**config.mk**
```make
export PLATFORM = sky130hd
export DESIGN_NAME = bp_control
export DESIGN_NICKNAME = d
export VERILOG_FILES = /design/src/bp_isa_pkg.sv /design/src/bp_pipe_pkg.sv /design/src/bp_control.sv
export VERILOG_INCLUDE_DIRS = /design/src
export SDC_FILE = /design/constraint.sdc
export NUM_CORES = 1
export LEC_CHECK = 0
export BUFFER_PORTS_ARGS = -buffer_cell sky130_fd_sc_hd__buf_2
export CORE_AREA = 2 2 175 177
export DETAILED_ROUTE_END_ITERATION = 8
export DIE_AREA = 0 0 177 179
export GPL_TIMING_DRIVEN = 0
export PLACE_DENSITY_LB_ADDON = 0.15
export SLEW_MARGIN = 10
export SYNTH_ARGS = -nofsm -noshare
export SYNTH_HDL_FRONTEND = slang
export SYNTH_SLANG_ARGS = --single-unit
```
**constraint.sdc**
```tcl
create_clock -name vclk -period 4.7
set_input_delay 0.94 -clock vclk [all_inputs]
set_output_delay 0.94 -clock vclk [all_outputs]
set_load 0.02 [all_outputs]
```
**src/bp_config.svh**
```systemverilog
`ifndef BP_CONFIG_SVH
`define BP_CONFIG_SVH

// data and address width
`define BP_XLEN 32

// index bits shared by the counter table and the target buffer
// tables are indexed with pc[BP_INDEX_BITS+1:2]
`define BP_INDEX_BITS 8

// tag bits kept per target buffer entry, taken from the pc bits above the index
`define BP_TAG_BITS 12

// derived sizes
`define BP_ENTRIES (1 << `BP_INDEX_BITS)
`define BP_IDX_LO 2
`define BP_IDX_HI (`BP_INDEX_BITS + 1)
`define BP_TAG_LO (`BP_INDEX_BITS + 2)
`define BP_TAG_HI (`BP_INDEX_BITS + `BP_TAG_BITS + 1)

// byte step to the next sequential instruction
`define BP_INSTR_BYTES 4

`endif

```
**src/bp_isa_pkg.sv**
```systemverilog
package bp_isa_pkg;

  typedef enum logic [6:0] {
    op_branch = 7'b1100011,
    op_jal    = 7'b1101111
  } opcode_e;

  typedef enum logic [2:0] {
    f3_beq  = 3'b000,
    f3_bne  = 3'b001,
    f3_blt  = 3'b100,
    f3_bge  = 3'b101,
    f3_bltu = 3'b110,
    f3_bgeu = 3'b111
  } funct3_e;

  // conditional branch layout
  typedef struct packed {
    logic       imm12;
    logic [5:0] imm10_5;
    logic [4:0] rs2;
    logic [4:0] rs1;
    funct3_e    funct3;
    logic [3:0] imm4_1;
    logic       imm11;
    opcode_e    opcode;
  } btype_t;

  // jal layout, immediate bits scattered
  typedef struct packed {
    logic       imm20;
    logic [9:0] imm10_1;
    logic       imm11;
    logic [7:0] imm19_12;
    logic [4:0] rd;
    opcode_e    opcode;
  } jtype_t;

  // opcode sits at [6:0] in both views
  typedef union packed {
    btype_t btype;
    jtype_t jtype;
  } instr_u;

endpackage

```
**src/bp_pipe_pkg.sv**
```systemverilog
`include "bp_config.svh"

package bp_pipe_pkg;

  import bp_isa_pkg::*;

  typedef struct packed {
    logic                taken;
    logic [`BP_XLEN-1:0] target;
  } pred_t;

  typedef struct packed {
    logic                valid;
    logic [`BP_XLEN-1:0] pc;
    instr_u              instr;
  } dec_req_t;

  typedef struct packed {
    logic                valid;
    logic [`BP_XLEN-1:0] pc;
    instr_u              instr;
    logic [`BP_XLEN-1:0] rs1_val;
    logic [`BP_XLEN-1:0] rs2_val;
    pred_t               pred;  // prediction made at decode
  } ex_req_t;

  typedef struct packed {
    logic                is_branch;
    logic                is_jal;
    logic                taken;
    logic [`BP_XLEN-1:0] target;
  } resolve_t;

  typedef struct packed {
    logic                      en;
    logic [`BP_INDEX_BITS-1:0] index;
    logic                      taken;
  } ctr_upd_t;

  typedef struct packed {
    logic                      en;
    logic [`BP_INDEX_BITS-1:0] index;
    logic [`BP_TAG_BITS-1:0]   tag;
    logic [`BP_XLEN-1:0]       target;
  } btb_upd_t;

  typedef struct packed {
    logic                hit;
    logic [`BP_XLEN-1:0] target;
  } btb_hit_t;

  typedef struct packed {
    logic                valid;
    logic [`BP_XLEN-1:0] pc;
  } redirect_t;

endpackage

```
**src/bp_control.sv**
```systemverilog
`timescale 1ns/1ns
`include "bp_config.svh"

module bp_control
  import bp_isa_pkg::*, bp_pipe_pkg::*;
(
  input  dec_req_t                  dec,
  output pred_t                     pred,
  input  logic [1:0]                ctr_state,
  input  btb_hit_t                  btb,
  output logic [`BP_INDEX_BITS-1:0] ctr_rd_index,
  output logic [`BP_INDEX_BITS-1:0] btb_lk_index,
  output logic [`BP_TAG_BITS-1:0]   btb_lk_tag,
  input  ex_req_t                   ex,
  input  resolve_t                  res,
  output ctr_upd_t                  ctr_upd,
  output btb_upd_t                  btb_upd,
  output redirect_t                 redirect
);

  opcode_e                   dec_op;
  logic                      dec_is_branch;
  logic                      dec_is_jal;
  logic [`BP_INDEX_BITS-1:0] ex_index;
  logic [`BP_TAG_BITS-1:0]   ex_tag;
  logic                      ex_cf;
  logic                      dir_miss;
  logic                      tgt_miss;

  // decode side
  assign dec_op        = dec.instr.btype.opcode;
  assign dec_is_branch = (dec_op == op_branch);
  assign dec_is_jal    = (dec_op == op_jal);

  assign ctr_rd_index = dec.pc[`BP_IDX_HI:`BP_IDX_LO];
  assign btb_lk_index = dec.pc[`BP_IDX_HI:`BP_IDX_LO];
  assign btb_lk_tag   = dec.pc[`BP_TAG_HI:`BP_TAG_LO];

  always_comb begin
    pred.taken  = dec.valid && btb.hit &&
                  (dec_is_jal || (dec_is_branch && ctr_state[1]));  // 10 or 11
    pred.target = btb.target;
  end

  // execute side
  assign ex_index = ex.pc[`BP_IDX_HI:`BP_IDX_LO];
  assign ex_tag   = ex.pc[`BP_TAG_HI:`BP_TAG_LO];
  assign ex_cf    = ex.valid && (res.is_branch || res.is_jal);

  assign dir_miss = (ex.pred.taken != res.taken);
  assign tgt_miss = ex.pred.taken && res.taken && (ex.pred.target != res.target);

  always_comb begin
    ctr_upd.en    = ex.valid && res.is_branch;
    ctr_upd.index = ex_index;
    ctr_upd.taken = res.taken;
  end

  always_comb begin
    btb_upd.en     = ex_cf && res.taken;  // jal or taken branch
    btb_upd.index  = ex_index;
    btb_upd.tag    = ex_tag;
    btb_upd.target = res.target;
  end

  always_comb begin
    redirect.valid = ex_cf && (dir_miss || tgt_miss);
    redirect.pc    = res.taken ? res.target : ex.pc + `BP_INSTR_BYTES;
  end

endmodule

```
# ---- Yosys cells after proc, flatten, opt, wreduce, memory -nomap -nowiden
# Cells that the tools add are included.
dict set report totals {
  regBits 0
  input_bits 297
  word_cells 18
}
dict set report classes {
  addsub 1
  n_eq_ne 4
  mux 1
  reduce_logical 12
}
# cell n
set ops {}
lappend ops {{32-bit by 3-bit adder with 32-bit output, second input constant} 1}
lappend ops {{32-bit 2-to-1 mux} 1}
lappend ops {{32-bit inequality test} 1}
lappend ops {{7-bit == test, second input constant} 2}
lappend ops {{1-bit logical AND} 9}
lappend ops {{1-bit logical OR} 3}
lappend ops {{1-bit inequality test} 1}

# ---- Longest topological paths before layout
dict set report depth {
  ltp_word 4
  depth_mapped 6
  depth_no_buf 6
}

# ---- Least setup slack after synthesis
# OpenSTA, ideal clock, no wires.
dict set report synth_path {
  path_kind {input -> output}
  from {input port ex[131] (netlist name)}
  to {output port redirect[18] (netlist name)}
  arrival_ps 2483
  path_slack_ps 1277
  n_path_buf 0
  cell_stages 6
  required_time_ps 3760
  path_cell_list {ha_1 > nand3_1 > nor4_1 > nand3_1 > xor2_1 > o21ai_0}
}
# item line_no
set synth_lines {}
lappend synth_lines {{start: declaration} bp_control.sv:14} ;# input ex_req_t ex,
lappend synth_lines {{end: declaration} bp_control.sv:18} ;# output redirect_t redirect

==> qor.csv <==
stage;metric;value;unit
pwr;peakVddDrop;36.59;uV
routing;wire_per_inst;13.86;um
sta;rsz0062_at_grt;no;
floorplanning;coreArea;30030;sq um
worst_setup_path;path_buf_inv;2;
logic_synthesis;synthCells;323;
finish;fin_nets;892;
grt;grt_use_total;0.07799;
clocking;postCtsSetupBuffers;0;
grt;grt_pass1_vias;2789;
sta;setup_viol;0;
sta;setup_slack;677.4;ps
logic_synthesis;synth_area_per_cell;6.922;sq um
logic_synthesis;synth_nets;622;
grt;grt_overflow;0;
routing;drt_iter0_drc;57;
floorplanning;die_height;179;um
clocking;ctsResizeCount;0;
finish;seqCellArea;0;sq um
sta;hold_violations;0;
worst_setup_path;crit_path_cell_trace;buf_2, ha_1, nand3_1, nor4_4, nand4_1, xnor2_1, mux2_2, buf_2;
routing;ant_nets;0;
floorplanning;die-area;31680;sq um
routing;drc_errors;0;
routing;finalWirelength;13.68;mm
grt;grt_max_degree;11;
placed_design;hpwl;12.57;mm
floorplanning;rows;64;
routing;vias;2950;
pwr;power-per-cell-area;104.0;nW/um^2
finish;nClkBuffers;0;
worst_setup_path;critPathArrivalTime;3080;ps
worst_setup_path;critical_path_required;3760;ps
grt;antenna_found_initial;0;
sta;tns;0;ps
routing;drt-pass1-iter-count;4;
finish;drive_above_1_share;0.6751;
worst_setup_path;critical_path.max_fanout;7;
flow_run;max_cap_viol_count;0;
placed_design;gp_congestion;0.6576;
logic_synthesis;synthDistinctLibCells;27;
logic_synthesis;synth.most_common_cell;buf_4;
sta;tightest_slew;728.7;ps
run_status;status;finished clean;
floorplanning;start_util;0.07446;
finish;diodes;0;
pwr;p_leak;2.073;nW
logic_synthesis;synth_common_cells;buf_4 (121), xor2_1 (36), nand2_1 (33), xnor2_1 (24), o21ai_0 (20);
worst_setup_path;cp_slowest_stage_delay;630;ps
sta;fin_crit;4023;ps
floorplanning;ios;454;
floorplanning;fp.dieW;177;um
logic_synthesis;synth_warnings;0;
logic_synthesis;netlist_area;2236;sq um
grt;grt_pass1_wl;17.98;mm
worst_setup_path;cp_top_family;simple AND/OR/NAND/NOR gates;
worst_setup_path;startpoint_type;input port;
worst_setup_path;end_kind;output port;
placed_design;dp_slack;588.1;ps
placed_design;portBuffers;268;
sta;fmax;248.6;MHz
worst_setup_path;critPathMostFrequentCell;buf_2;
clocking;postCtsHoldBufs;0;
finish;seq_cells;0;
finish;fin_util;0.1356;
routing;vias_per_cell;2.989;
logic_synthesis;synth_top_area_frac;0.4063;
logic_synthesis;synthTopCellsByArea;buf_4 (41%), xor2_1 (14%), xnor2_1 (9.4%), nand2_1 (5.5%), o21ai_0 (4.5%);
sta;maxSlewViolCount;0;
sta;finalCritPeriodShare;0.8559;
logic_synthesis;synth_seq_area_share;0;
logic_synthesis;yosysTopAreaCell;buf_4;
finish;nFillCells;3568;
hold_path;hold_path_class;input port to output port;
worst_setup_path;crit_slowest_cell;nor4_4;
worst_setup_path;critPathKind;input port to output port;
sta;slew_headroom;0.5105;
finish;synthToLayoutAreaGrowth;82.15;%
## area by class of cell
cell class | instances | area (sq um) | share of cell area
Timing Repair Buffer | 268 | 1341 | 0.3293
Buffer | 129 | 938.4 | 0.2304
Multi-Input combinational cell | 192 | 1290 | 0.3167
Tap cell | 396 | 495.5 | 0.1217
Inverter | 2 | 7.507 | 0.001843
## cells by family after synthesis
logic type,synth area share
mux,0.02014
xor+xnor,0.2350
simple gates,0.2350
buf+inv,0.4231
fa+ha+maj,0.01119
compound gates,0.07555
## where the power goes
group | internal, W | switching, W
Combinational | 0.000184 | 0.000239
Sequential | 0 | 0
Clock | 0 | 0
## stage by stage
| stage | area, sq um | hold WS [ps] | power, W | instances |
|---|---|---|---|---|
| 2_1_floorplan | 2236 | 1993 | 0.0002481 | 323 |
| 3_3_place_gp | 4073 | 2098 | 0.0004364 | 987 |
| 3_5_place_dp | 4073 | 2098 | 0.0004351 | 987 |
| 4_1_cts | 4073 | 2098 | 0.0004367 | 987 |
| 5_1_grt | 4073 | 2100 | 0.0004636 | 987 |
| 6_report | 4073 | 2096 | 0.0004235 | 987 |
## final timing paths
kind / endpoint / cells after the start / slack, ps / startpoint
min: btb_lk_tag[10] / 2 / 2100 / dec[52]
max: redirect[26] / 8 / 680 / ex[131]
## layout by cell type (no fill, tap or decap)
cell type and count:
buf_4 121, nand4_1 13, xor2_1 36, a21oi_1 2
nand3_2 1, nand4_2 1, nor4_4 2, inv_1 2
nand4b_1 1, nor3_1 6, o21ai_1 8, and3_2 1
and3_1 5, ha_1 2, nand4_4 1, nand3_1 18
nor4_1 6, o21ai_0 20, nor3b_1 1, o221ai_1 1
o211a_1 1, xnor2_1 24, mux2_2 4, clkbuf_1 8
nand2_1 33, and2_1 1, buf_2 268, nor2_1 4
## per-layer routing
layer | share of wire | up-vias | global-route usage
met5 | 0 | - | 0
met3 | 0.079 | 0 | 0.01103
met1 | 0.45 | 1281 | 0.1078
li1 | - | 1499 | -
met2 | 0.47 | 170 | 0.1359
met4 | 0 | 0 | 0
(Power assumes the default switching activity.)
