$ cat src/bp_config.svh
`ifndef BP_CONFIG_SVH
`define BP_CONFIG_SVH

// data and address width
`define BP_XLEN 32

// index bits shared by the counter table and the target buffer
// tables are indexed with pc[BP_INDEX_BITS+1:2]
`define BP_INDEX_BITS 8

// tag bits kept per target buffer entry, taken from the pc bits above the index
`define BP_TAG_BITS 12

// derived sizes
`define BP_ENTRIES (1 << `BP_INDEX_BITS)
`define BP_IDX_LO 2
`define BP_IDX_HI (`BP_INDEX_BITS + 1)
`define BP_TAG_LO (`BP_INDEX_BITS + 2)
`define BP_TAG_HI (`BP_INDEX_BITS + `BP_TAG_BITS + 1)

// byte step to the next sequential instruction
`define BP_INSTR_BYTES 4

`endif

$ cat src/bp_isa_pkg.sv
package bp_isa_pkg;

  typedef enum logic [6:0] {
    op_branch = 7'b1100011,
    op_jal    = 7'b1101111
  } opcode_e;

  typedef enum logic [2:0] {
    f3_beq  = 3'b000,
    f3_bne  = 3'b001,
    f3_blt  = 3'b100,
    f3_bge  = 3'b101,
    f3_bltu = 3'b110,
    f3_bgeu = 3'b111
  } funct3_e;

  // conditional branch layout
  typedef struct packed {
    logic       imm12;
    logic [5:0] imm10_5;
    logic [4:0] rs2;
    logic [4:0] rs1;
    funct3_e    funct3;
    logic [3:0] imm4_1;
    logic       imm11;
    opcode_e    opcode;
  } btype_t;

  // jal layout, immediate bits scattered
  typedef struct packed {
    logic       imm20;
    logic [9:0] imm10_1;
    logic       imm11;
    logic [7:0] imm19_12;
    logic [4:0] rd;
    opcode_e    opcode;
  } jtype_t;

  // opcode sits at [6:0] in both views
  typedef union packed {
    btype_t btype;
    jtype_t jtype;
  } instr_u;

endpackage

$ cat src/bp_pipe_pkg.sv
`include "bp_config.svh"

package bp_pipe_pkg;

  import bp_isa_pkg::*;

  typedef struct packed {
    logic                taken;
    logic [`BP_XLEN-1:0] target;
  } pred_t;

  typedef struct packed {
    logic                valid;
    logic [`BP_XLEN-1:0] pc;
    instr_u              instr;
  } dec_req_t;

  typedef struct packed {
    logic                valid;
    logic [`BP_XLEN-1:0] pc;
    instr_u              instr;
    logic [`BP_XLEN-1:0] rs1_val;
    logic [`BP_XLEN-1:0] rs2_val;
    pred_t               pred;  // prediction made at decode
  } ex_req_t;

  typedef struct packed {
    logic                is_branch;
    logic                is_jal;
    logic                taken;
    logic [`BP_XLEN-1:0] target;
  } resolve_t;

  typedef struct packed {
    logic                      en;
    logic [`BP_INDEX_BITS-1:0] index;
    logic                      taken;
  } ctr_upd_t;

  typedef struct packed {
    logic                      en;
    logic [`BP_INDEX_BITS-1:0] index;
    logic [`BP_TAG_BITS-1:0]   tag;
    logic [`BP_XLEN-1:0]       target;
  } btb_upd_t;

  typedef struct packed {
    logic                hit;
    logic [`BP_XLEN-1:0] target;
  } btb_hit_t;

  typedef struct packed {
    logic                valid;
    logic [`BP_XLEN-1:0] pc;
  } redirect_t;

endpackage

$ cat src/branch_resolver.sv
`timescale 1ns/1ns
`include "bp_config.svh"

module branch_resolver
  import bp_isa_pkg::*, bp_pipe_pkg::*;
(
  input  ex_req_t  ex,
  output resolve_t res
);

  btype_t              b;
  jtype_t              j;
  logic [`BP_XLEN-1:0] imm_b;
  logic [`BP_XLEN-1:0] imm_j;
  logic                is_branch;
  logic                is_jal;
  logic                eq;
  logic                lt_s;
  logic                lt_u;
  logic                cond;

  assign b = ex.instr.btype;
  assign j = ex.instr.jtype;

  assign is_branch = (b.opcode == op_branch);
  assign is_jal    = (j.opcode == op_jal);

  // sign-extended offsets with bit 0 zero
  assign imm_b = {{(`BP_XLEN-13){b.imm12}}, b.imm12, b.imm11, b.imm10_5, b.imm4_1, 1'b0};
  assign imm_j = {{(`BP_XLEN-21){j.imm20}}, j.imm20, j.imm19_12, j.imm11, j.imm10_1, 1'b0};

  assign eq   = (ex.rs1_val == ex.rs2_val);
  assign lt_s = ($signed(ex.rs1_val) < $signed(ex.rs2_val));
  assign lt_u = (ex.rs1_val < ex.rs2_val);

  always_comb begin
    case (b.funct3)
      f3_beq:  cond = eq;
      f3_bne:  cond = !eq;
      f3_blt:  cond = lt_s;
      f3_bge:  cond = !lt_s;
      f3_bltu: cond = lt_u;
      f3_bgeu: cond = !lt_u;
      default: cond = 1'b0;  // reserved funct3 never taken
    endcase
  end

  always_comb begin
    res.is_branch = is_branch;
    res.is_jal    = is_jal;
    res.taken     = is_jal || (is_branch && cond);
    res.target    = ex.pc + (is_jal ? imm_j : imm_b);
  end

endmodule

$ cat config.mk
export PLATFORM = sky130hd
export DESIGN_NAME = branch_resolver
export DESIGN_NICKNAME = d
export VERILOG_FILES = /design/src/bp_isa_pkg.sv /design/src/bp_pipe_pkg.sv /design/src/branch_resolver.sv
export VERILOG_INCLUDE_DIRS = /design/src
export SDC_FILE = /design/constraint.sdc
export NUM_CORES = 1
export LEC_CHECK = 0
export ABC_CLOCK_PERIOD_IN_PS = 6890
export BUFFER_PORTS_ARGS = -buffer_cell sky130_fd_sc_hd__buf_2
export CAP_MARGIN = 20
export CORE_MARGIN = 3
export CORE_UTILIZATION = 39
export DETAILED_ROUTE_END_ITERATION = 16
export GPL_ROUTABILITY_DRIVEN = 0
export MAX_ROUTING_LAYER = met4
export PLACE_DENSITY_LB_ADDON = 0.3
export SYNTH_ARGS = -nofsm -noshare
export SYNTH_HDL_FRONTEND = slang
export SYNTH_SLANG_ARGS = --single-unit
$ cat constraint.sdc
create_clock -name vclk -period 6.89
set_input_delay 2.067 -clock vclk [all_inputs]
set_output_delay 2.067 -clock vclk [all_outputs]
set_load 0.02 [all_outputs]
# After elaboration in Yosys (flattened, before gate mapping)
# Cells that the tools add are included.
# Widths: inputs -> output; s select.
op_classes:
  n_mux: 2
  shifts: 0
  order_cmp: 2
  eq_ne: 8
  n_mul: 0
  n_div: 0
  n_bitwise: 0
  n_addsub: 1
  reduce_logical: 6
op_table:
  columns: ["op", "n"]
  rows:
  - ["$lt 32x32->1", 2]
  - ["$add 32x32->32", 1]
  - ["$eq 32x32->1", 1]
  - ["$mux 20", 1]
  - ["$eq 7x7->1 const B", 2]
  - ["$eq 3x3->1 const B", 4]
  - ["$pmux 1 s6", 1]
  - ["$eq 3x1->1 const B", 1]
  - ["$logic_not 1->1", 3]
  - ["$logic_not 3->1", 1]
  - ["$logic_and 1x1->1", 1]
  - ["$logic_or 1x1->1", 1]
word_totals:
  output_inout_bits: 35
  inputBits: 162
  ramBits: 0
  regBits: 0
  mem_bits_ro: 0
  wordCells: 19
  latchBits: 0
  memories: 0

# Logic depth before layout (Yosys ltp)
logic_depth:
  word_depth: 5
  ltp_mapped: 15
  mapped_depth_nobuf: 15

# Least setup slack after synthesis
# No wires, ideal clock.
synth_timing:
  path_type: "input to output"
  start: "input ex[103] (netlist name)"
  end: "output res[31] (netlist name)"
  required_time_ns: 4.823
  n_path_buf: 0
  stages: 15
  path_slack_ns: -0.637
  arrival_ns: 5.460
  cell_sequence: "nor2b_1 -> nand4_1 -> nor2_1 -> mux2_2 -> ha_1 -> inv_1 -> fa_1 -> and2b_4 -> o2111ai_4 -> a311oi_4 -> o21a_4 -> a21oi_2 -> a311oi_4 -> mux2i_1 -> a2111oi_2"
synth_lines:
  columns: ["item", "line", "text"]
  rows:
  - ["from (decl)", "branch_resolver.sv:7", "input ex_req_t ex,"]
  - ["to (decl)", "branch_resolver.sv:8", "output resolve_t res"]

==> impl_summary.log <==
[metrics] area occupied by registers: 0 um^2
[metrics] Hold Path Stages: 0
[metrics] proportion of total power due to net switching: 51.1%
[metrics] critical path class: input pin to output port
[metrics] top-level I/O count: 197
[metrics] detail-routed net length per standard cell: 13.9 um
[metrics] drt pass-1 iters: 4
[metrics] cell count after synthesis: 359
[metrics] Warnings, synthesis: 0
[metrics] share of the yosys chip area belonging to registers: 0%
[metrics] sequential power share: 0%
[metrics] fin nets: 800
[metrics] final-report max-slew violation count: 0
[metrics] HPWL after detailed placement: 7.09 mm
[metrics] unrepaired setup endpoints after global routing: yes
[metrics] first-pass GRT wire length: 13.2 mm
[metrics] grt total ovfl: 0
[metrics] Fmax: 137 MHz
[metrics] die area: 7740 um^2
[metrics] pin slew with the least headroom to its limit: 0.537 ns
[metrics] Internal Dissipation: 218 uW
[metrics] most used standard cells in the synthesized netlist: ha_1 (62), inv_1 (42), a21oi_1 (35)
[metrics] maximum fanout encountered on the critical timing path: 5
[metrics] switching power total: roughly 230 uW
[metrics] worst hold margin: roughly 4.1 ns
[metrics] routed wire length: 9.03 mm
[metrics] site row count: 29
[metrics] diodes inserted: 0
[metrics] failing checks: setup timing
[metrics] cell area after technology mapping: 2620 um^2
[metrics] antenna violation net count after detailed routing: 0
[metrics] nets in the synthesized netlist: around 580
[metrics] Min Clock Period, post-route: 7.30 ns
[metrics] maximum number of pins on one net before global-route repair: 13
[metrics] Tot GR Track Use: 21.0%
[metrics] number of max-cap violations: 0
[metrics] type of element capturing the critical path: output port
[metrics] setup slack at placement: -0.434 ns
[metrics] fraction of synthesized cell area taken by the top area cell type: 29.6%
[metrics] total number of vias: 3445
[metrics] width of the die: around 90 um
[metrics] clock share of power: 0%
[metrics] sequential cells: 0
[metrics] type of the most critical hold path: input pin to output port
[metrics] fraction of layout cells with a size suffix above 1: around 50%
[metrics] starting density of the core: 40.8%
[metrics] post-synth cell types: 50
[metrics] Power Dens Cells: 101 nW/um^2
[metrics] final setup violation count: 14
[metrics] final hold violation count: 0
[metrics] top cells by area in the synthesized netlist: ha_1 (30%), a21o_1 (9.7%), a21oi_1 (6.7%)
[metrics] data required time of the critical path: 4.82 ns
[metrics] Area Overhead vs Synth: 68.4%
[metrics] most numerous cell in the Yosys netlist: ha_1
[metrics] height of the die: around 88 um
[metrics] DRC violation count after routing: 0
[metrics] part of the cycle the worst path needs: 106%
[metrics] layout clock buffer count: 0
[metrics] Final Core Density: 68.8%
[metrics] result of the run: finished, violations left
[metrics] IR Drop Worst-Case VDD: 79.3 uV
[metrics] final total negative setup slack: -2.49 ns
[metrics] vias in the first global route: 3130
[metrics] share of power burned in combinational logic: 100.0%
[metrics] library cell with the largest summed area after synthesis: ha_1
[metrics] Post-Place Cell Area: slightly below 4000 um^2
[metrics] headroom to the max-slew limit: 64.1%
[metrics] antenna violations before repair: 0
[metrics] DR vias/cell: 5.30
[metrics] floorplan core area: 6420 um^2
[metrics] least setup slack across all paths after layout: -0.414 ns
[metrics] Port Buf Inserts: 161
[metrics] kind of start point of the critical path: input pin
[metrics] WP data arrival: 5.24 ns
[metrics] reported leakage power: 0.00244 uW
[metrics] synthesized area divided by synthesized cell count: about 7.3 um^2
[metrics] DRC marker count from the first detailed-route iteration: between 60 and 70
[metrics] final cell area excluding filler cells: 4420 um^2
-- layer usage --
metal / track usage (%) / vias up / wire (um)
li1: - / 1735 / -
met1: 23.9 / 1566 / 3600
met2: 41.3 / 132 / 4760
met3: 0.941 / 12 / 570
met4: 1.95 / 0 / 109
met5: - / - / 0
-- metrics by stage --
stage / power [uW] / std cells
final: 446 / 650
after global routing: 483 / 650
after CTS: 412 / 641
after detailed placement: 371 / 630
after global placement: 364 / 630
after floorplan: 237 / 359
-- power by group through the flow --
stage	Combinational (uW)	Clock (uW)	Sequential, uW
after floorplan	237	0	0
after global placement	364	0	0
after detailed placement	371	0	0
after CTS	412	0	0
after global routing	483	0	0
final	446	0	0
-- placed cells by master (no fill, tap or decap), types with 7 or more instances in the layout --
cell type / count
nor3_1: 7
nand3_1: 7
nand4_1: 11
nand2_1: 14
a21o_1: 34
buf_4: 62
ha_1: 54
xor2_1: 7
o21ai_0: 7
xnor2_1: 18
inv_1: 41
a21oi_1: 29
nor2_1: 19
buf_2: 142
ha_4: 8
buf_6: 17
-- path summary, 6_finish.rpt --
path	startpoint	endpoint
worst max-delay path	ex[103]	res[29]
worst min-delay path	ex[129]	res[0]
-- worst max-delay path: stages --
cell and delay, ns:
buf_6 0.07, nor2b_4 0.12, nand4_1 0.16, nor2_4 0.20, mux2_4 0.33, ha_4 0.16, inv_2 0.04, fa_2 0.18
and2b_4 0.20, o2111ai_4 0.22, a311oi_4 0.14, o21a_4 0.23, a21oi_4 0.15, a311oi_4 0.14, buf_4 0.17, or4_1 0.39
nand4_1 0.11, buf_6 0.13
-- logic make-up after synthesis --
kind of cell,Yosys count,share of synthesized area (%)
simple gates,96,18.6
mux,6,2.53
buf+inv,49,7.49
compound gates,117,31.7
xor+xnor,28,9.35
fa+ha+maj,63,30.3
-- area by class of cell --
cell class | instances | area (um^2)
repair buffers | 221 | 1370
inverters | 42 | 158
fillers | 504 | 2010
multi-input cells | 310 | 2790
well taps | 77 | 96.3
-- timing repair --
action                     in CTS  in global routing
hold buffers                    0                  0
setup endpoints to repair      16                 23
pin swaps                      24                 31
setup buffers                  11                 11
resized for setup              63                 38
Power figures use the tool's default switching activity.
