==> config.mk <==
export PLATFORM = sky130hd
export DESIGN_NAME = bp_counter_table
export DESIGN_NICKNAME = d
export VERILOG_FILES = /design/src/bp_isa_pkg.sv /design/src/bp_pipe_pkg.sv /design/src/bp_counter_table.sv
export VERILOG_INCLUDE_DIRS = /design/src
export SDC_FILE = /design/constraint.sdc
export NUM_CORES = 1
export LEC_CHECK = 0
export BUFFER_PORTS_ARGS = -buffer_cell sky130_fd_sc_hd__buf_2
export CORE_MARGIN = 10
export CORE_UTILIZATION = 40
export CTS_CLUSTER_DIAMETER = 50
export CTS_CLUSTER_SIZE = 28
export DETAILED_ROUTE_END_ITERATION = 6
export MAX_ROUTING_LAYER = met4
export PLACE_DENSITY = 0.55
export SKIP_CTS_REPAIR_TIMING = 1
export SLEW_MARGIN = 15
export SYNTH_ARGS = -nofsm -noshare
export SYNTH_HDL_FRONTEND = slang
export SYNTH_SLANG_ARGS = --single-unit
==> constraint.sdc <==
create_clock -name clk -period 7.6 [get_ports clk]
set_input_delay 0.38 -clock clk [delete_from_list [all_inputs] [get_ports clk]]
set_output_delay 0.38 -clock clk [all_outputs]
set_load 0.005 [all_outputs]
==> src/bp_config.svh <==
`ifndef BP_CONFIG_SVH
`define BP_CONFIG_SVH

// data and address width
`define BP_XLEN 32

// index bits shared by the counter table and the target buffer
// tables are indexed with pc[BP_INDEX_BITS+1:2]
`define BP_INDEX_BITS 8

// tag bits kept per target buffer entry, taken from the pc bits above the index
`define BP_TAG_BITS 12

// derived sizes
`define BP_ENTRIES (1 << `BP_INDEX_BITS)
`define BP_IDX_LO 2
`define BP_IDX_HI (`BP_INDEX_BITS + 1)
`define BP_TAG_LO (`BP_INDEX_BITS + 2)
`define BP_TAG_HI (`BP_INDEX_BITS + `BP_TAG_BITS + 1)

// byte step to the next sequential instruction
`define BP_INSTR_BYTES 4

`endif

==> src/bp_isa_pkg.sv <==
package bp_isa_pkg;

  typedef enum logic [6:0] {
    op_branch = 7'b1100011,
    op_jal    = 7'b1101111
  } opcode_e;

  typedef enum logic [2:0] {
    f3_beq  = 3'b000,
    f3_bne  = 3'b001,
    f3_blt  = 3'b100,
    f3_bge  = 3'b101,
    f3_bltu = 3'b110,
    f3_bgeu = 3'b111
  } funct3_e;

  // conditional branch layout
  typedef struct packed {
    logic       imm12;
    logic [5:0] imm10_5;
    logic [4:0] rs2;
    logic [4:0] rs1;
    funct3_e    funct3;
    logic [3:0] imm4_1;
    logic       imm11;
    opcode_e    opcode;
  } btype_t;

  // jal layout, immediate bits scattered
  typedef struct packed {
    logic       imm20;
    logic [9:0] imm10_1;
    logic       imm11;
    logic [7:0] imm19_12;
    logic [4:0] rd;
    opcode_e    opcode;
  } jtype_t;

  // opcode sits at [6:0] in both views
  typedef union packed {
    btype_t btype;
    jtype_t jtype;
  } instr_u;

endpackage

==> src/bp_pipe_pkg.sv <==
`include "bp_config.svh"

package bp_pipe_pkg;

  import bp_isa_pkg::*;

  typedef struct packed {
    logic                taken;
    logic [`BP_XLEN-1:0] target;
  } pred_t;

  typedef struct packed {
    logic                valid;
    logic [`BP_XLEN-1:0] pc;
    instr_u              instr;
  } dec_req_t;

  typedef struct packed {
    logic                valid;
    logic [`BP_XLEN-1:0] pc;
    instr_u              instr;
    logic [`BP_XLEN-1:0] rs1_val;
    logic [`BP_XLEN-1:0] rs2_val;
    pred_t               pred;  // prediction made at decode
  } ex_req_t;

  typedef struct packed {
    logic                is_branch;
    logic                is_jal;
    logic                taken;
    logic [`BP_XLEN-1:0] target;
  } resolve_t;

  typedef struct packed {
    logic                      en;
    logic [`BP_INDEX_BITS-1:0] index;
    logic                      taken;
  } ctr_upd_t;

  typedef struct packed {
    logic                      en;
    logic [`BP_INDEX_BITS-1:0] index;
    logic [`BP_TAG_BITS-1:0]   tag;
    logic [`BP_XLEN-1:0]       target;
  } btb_upd_t;

  typedef struct packed {
    logic                hit;
    logic [`BP_XLEN-1:0] target;
  } btb_hit_t;

  typedef struct packed {
    logic                valid;
    logic [`BP_XLEN-1:0] pc;
  } redirect_t;

endpackage

==> src/bp_counter_table.sv <==
`timescale 1ns/1ns
`include "bp_config.svh"

module bp_counter_table
  import bp_pipe_pkg::*;
(
  input  logic                      clk,
  input  logic                      rst_n,
  input  logic [`BP_INDEX_BITS-1:0] rd_index,
  output logic [1:0]                rd_state,
  input  ctr_upd_t                  upd
);

  logic [1:0] ctr [`BP_ENTRIES];

  // hysteresis transition, msb is the prediction
  function automatic logic [1:0] next_state(input logic [1:0] cur, input logic taken);
    logic [1:0] nxt;
    if (taken) begin
      case (cur)
        2'b00:   nxt = 2'b01;
        default: nxt = 2'b11;  // 01, 10 and 11 all saturate
      endcase
    end else begin
      case (cur)
        2'b11:   nxt = 2'b10;
        default: nxt = 2'b00;
      endcase
    end
    return nxt;
  endfunction

  always_ff @(posedge clk or negedge rst_n) begin
    if (!rst_n) begin
      for (int i = 0; i < `BP_ENTRIES; i++) begin
        ctr[i] <= 2'b00;
      end
    end else if (upd.en) begin
      ctr[upd.index] <= next_state(ctr[upd.index], upd.taken);
    end
  end

  assign rd_state = ctr[rd_index];  // async read, old value on same-cycle update

endmodule

# Word-level counts from Yosys, hierarchy flattened
# Index checks and enable logic that the tools add are counted.
classes:
  mux: 13
  bitwise_logic: 2
  reduce_logical: 2
  order_cmp: 3
  eq_ne: 1
ops:
  columns: ["op", "n"]
  rows:
  - ["$bwmux W512", 1]
  - ["$bmux W2 S8", 2]
  - ["$ge A9 B9 Y1 const B", 2]
  - ["$mux W2", 9]
  - ["$not A8 Y9", 2]
  - ["$demux W2 S8", 1]
  - ["$lt A9 B1 Y1 const B", 1]
  - ["$eq A2 B2 Y1 const B", 1]
  - ["$logic_not A2 Y1", 1]
  - ["$logic_and A1 B1 Y1", 1]
totals:
  output_inout_bits: 2
  inputBits: 20
  regBits: 512
  wordCells: 277

# Depth between registers and ports, before layout
logic_depth:
  depth_word: 9
  ltp_mapped: 15
  mapped_depth_nobuf: 8

# Least setup slack after synthesis
# Ideal clock, no wire load.
synth_timing:
  path_type: "input-to-output"
  start: "in rd_index[0]"
  end: "out rd_state[0]"
  required_time_ns: 7.220
  path_buffers: 2
  cell_stages: 6
  arrival_ns: 3.137
  slack_ns: 4.083
  path_cell_list: "buf_2 > buf_1 > mux4_2 > mux4_2 > mux4_2 > mux4_2"
synth_via:
  elab_chain_cells: 4
synth_rtl:
  columns: ["item", "line", "rtl"]
  rows:
  - ["start: declaration", "bp_counter_table.sv:9", "input logic [`BP_INDEX_BITS-1:0] rd_index,"]
  - ["$not A8 Y9 (not written as such)", "bp_counter_table.sv:43", "assign rd_state = ctr[rd_index];"]
  - ["$bmux W2 S8", "bp_counter_table.sv:43", null]
  - ["$mux W2 (not written as such) (2 in a row)", "bp_counter_table.sv:43", null]
  - ["end: declaration", "bp_counter_table.sv:10", "output logic [1:0] rd_state,"]
# No other way between the ends. The select of a mux whose other input is x is not followed.

# Final worst setup path
layout_timing:
  start: "in upd[2] (netlist bit)"
  end: "reg ctr[197] (netlist bit)"
layout_via:
  elab_chain_cells: 9
  elab_cells_between_ends: 16
  classes_between: "order compare (2); eq/ne (1); mux (10); bitwise (1); reduce/logical (2)"
layout_rtl:
  columns: ["item", "line", "rtl"]
  rows:
  - ["start: declaration", "bp_counter_table.sv:11", "input ctr_upd_t upd"]
  - ["$not A8 Y9 (not written as such) (*)", "bp_counter_table.sv:39", "ctr[upd.index] <= next_state(ctr[upd.index], upd.taken);"]
  - ["$bmux W2 S8", "bp_counter_table.sv:39", null]
  - ["$mux W2 (not written as such) (2 in a row)", "bp_counter_table.sv:39", null]
  - ["$eq A2 B2 Y1 or $logic_not A2 Y1 (tied branches)", "bp_counter_table.sv:25, bp_counter_table.sv:20", null]
  - ["$mux W2, on equally long branches", "bp_counter_table.sv:25, bp_counter_table.sv:20", null]
  - ["$mux W2", "bp_counter_table.sv:19", "if (taken) begin"]
  - ["$mux W2", "bp_counter_table.sv:38", "end else if (upd.en) begin"]
  - ["$bwmux W512 (*)", "bp_counter_table.sv:39", null]
  - ["end signal: indexed assignment", "bp_counter_table.sv:39", null]
  - ["end: declaration", "bp_counter_table.sv:14", "logic [1:0] ctr [`BP_ENTRIES];"]
# Mark *: on every way between the ends. The rest lies on a longest branch, timed or not. The select of a mux whose other input is x is not followed.
# A chain may end at the register's enable or synchronous reset.

==> summary.txt <==
Status - complete, no violations
Post-Synth Simple-Gate Area - 0.0765
Critical Path Fanout Max - 144
Antenna violations before repair - 4
Register area share after synthesis - 0.437
Post-synth cell types - 39
Mapped Cells - 2358
Setup WS post-layout - 2.76 ns
Largest net degree at the start of global routing - 168
Placeable Area - 72800 µm²
Main synth FF type - dfrtp_1
Die H - 291 µm
Compound-Gate Fraction of Synth Area - 0.116
Commonest non-fill, non-tap cells in the layout - dfrtp_1 (512), nand2_1 (328), mux4_2 (279)
Main combinational cell family by area after synthesis - multiplexers
TritonCTS clock tree - done
Routed len/inst - 29.9 µm
Largest register FFs - 512
Pre-CTS WS - 2.44 ns
Worst Setup End Kind - register
P&R area growth vs syn - 10.3%
Final Max Slew Viols - 0
Comb pwr share - 0.101
Post-synth EDFFs - 0
Net Sw Power - 1.92 mW
Peak VDD IR - 0.208 mV
Measured slew at the worst slew-check pin - 1.31 ns
Fillers - 6556
Slew HR - 0.123
Dpl hpwl - 60000 µm
Syn nets - 2378
Grt peak-use layer - met2
Post-Synth XOR/XNOR Area - 0
H-tree level count - 3
ANT nets after route - 0
Synthesis Warnings - 0
Max-Cap Viols - 0
Post-placement cell area - 30000 µm²
DR vias - 21300
Seq pwr share - 0.415
Row count - 99
GR Util met3 - 0.0460
Final hold viol count - 0
Clock buffer depth - 3
Seq cells post-synth - 512
Static Leakage - 13.2 nW
Starting Density - 0.402
Cts bufs inserted - 70
Die ar. - 84500 µm²
Hold Slack - 0.354 ns
First-pass GRT wire length - 148000 µm
Syn avg cell area - 12.4 µm²
DR pass1 iterations - 6
WL final - 97800 µm
1st-iter DRT viols - 2375
Buffers on Ports - 21
WP data required - 8.05 ns
GPL Wtd Cong - 0.855
Worst-Skew Late Latency - 0.62 ns
Setup TNS - 0 ns
Critical-path cell list - clkbuf_8 -> buf_4 -> mux4_2 -> a22oi_1 -> a21oi_1 -> nor4_1 -> o22a_1 -> nor4bb_4 -> buf_12 -> o41ai_1
Pint - 4.99 mW
Setup Viol. Count Final - 0
Met1 Track Usage GR - 0.312
Top Registers - ctr: 512 flops
Largest register by flop count - ctr
Critical Path AT - 5.29 ns
Slowest-stage cell, CP - buf_4
Commonest non-fill, non-tap cell in the layout - dfrtp_1
Finished Cell Area - 32300 µm²
Die W - 291 µm
Max incr delay on CP - 0.85 ns
Async set-reset flop share out of synthesis - 1.00
Final #Nets - 2270
Startpoint types - primary input
Fraction of layout cells with a size suffix above 1 - 0.334
Multiplexer area fraction after synthesis - 0.330
Multi-input logic area - 15400 µm²
Clock transition at path regs - 0.06 ns
Final worst-path cycle share - 0.637
Met2 Use GR - 0.346
Post-Syn Area - 29300 µm²
Clk_skew - 0.0205 ns
Clock share of power - 0.484
I/O Pins - 22
Gr usage total - 0.234
Root Buffer - clkbuf_16
Vias in the first global route - 21600
Switching part of the total power - 0.278
Max Clk Rate - 206 MHz
RSZ-0062 raised after global routing - no
Worst hold-check path type - in -> reg
# DRC - 0
Register Area - 12800 µm²
CP Class - in -> reg
Power Dens Cells - 214 nW/µm²
Synth Area in Adders - 0
Grt total ovfl - 0
Min Tclk post-route - 4.84 ns
Clk sinks - 512
Via/cell ratio - 6.51
-- synth_stat cells (all sizes together), types with 6 or more instances --
master / number / area, µm²
clkbuf: 128 / 480
a21oi: 23 / 115
nor2b: 12 / 75.1
mux4: 279 / 6280
nor2: 150 / 563
o21ai: 111 / 556
nor3: 6 / 30.0
o31ai: 151 / 1280
nand3: 21 / 105
nand2: 328 / 1230
a22oi: 61 / 458
dfrtp: 512 / 12800
mux2: 257 / 2890
mux2i: 48 / 480
buf: 120 / 697
o41ai: 106 / 928
nand2b: 11 / 68.8
-- worst max-delay path, delay by kind of cell --
family	cells	cell delay, ns
buf+inv	3	1.99
simple gates	2	1.18
mux	1	0.43
compound gates	4	0.86
-- kinds of logic (layout without fill, tap and decap cells) --
logic type / after synthesis / in the layout
muxes: 584 / 584
other: 0 / 5
AOI/OAI and AO/OA: 462 / 462
DFF: 512 / 512
and+or+nand+nor: 552 / 552
buffers and inverters: 248 / 195
-- metrics by stage --
stage | total power, mW | cells | utilization
2_1_floorplan | 3.35 | 2358 | -
3_3_place_gp | 3.59 | 3136 | 0.411
3_5_place_dp | 3.60 | 3136 | 0.411
4_1_cts | 6.95 | 3263 | 0.444
5_1_grt | 7.12 | 3268 | 0.444
6_report | 6.91 | 3269 | 0.444
-- final timing paths --
check / startpoint / end / slack, ns / cells past startpoint
setup / recovery: upd[2] / ctr[197] / 2.76 / 10
hold / removal: upd[0] / ctr[444] / 0.35 / 2
setup reg to reg: ctr[1] / ctr[197] / 3.67 / 8
hold reg to reg: ctr[467] / ctr[467] / 0.50 / 2
max in group asynchronous: rst_n / ctr[146] / 5.63 / 3
min in group asynchronous: rst_n / ctr[359] / 0.38 / 2
-- power groups by stage --
stage	clock, mW	combinational (mW)	sequential, mW
global placement	0	0.679	2.91
global route	3.51	0.732	2.88
finish	3.34	0.694	2.87
CTS	3.39	0.689	2.87
floorplan	0	0.457	2.89
detailed placement	0	0.688	2.92
-- routing by layer --
layer  part of all wire  vias up
met5                  0        -
met3              0.079      193
met4              0.039        0
met1               0.42    11200
li1                   -     8918
met2               0.46      964
-- area by class of cell --
type	instances	area share
timing repair buffer	68	0.0176
tap	959	0.0371
clock inverter	43	0.0135
sequential	512	0.396
clock buffer	84	0.0590
multi-input combinational	1598	0.476
antenna	5	0.000387
(Power assumes the default switching activity.)
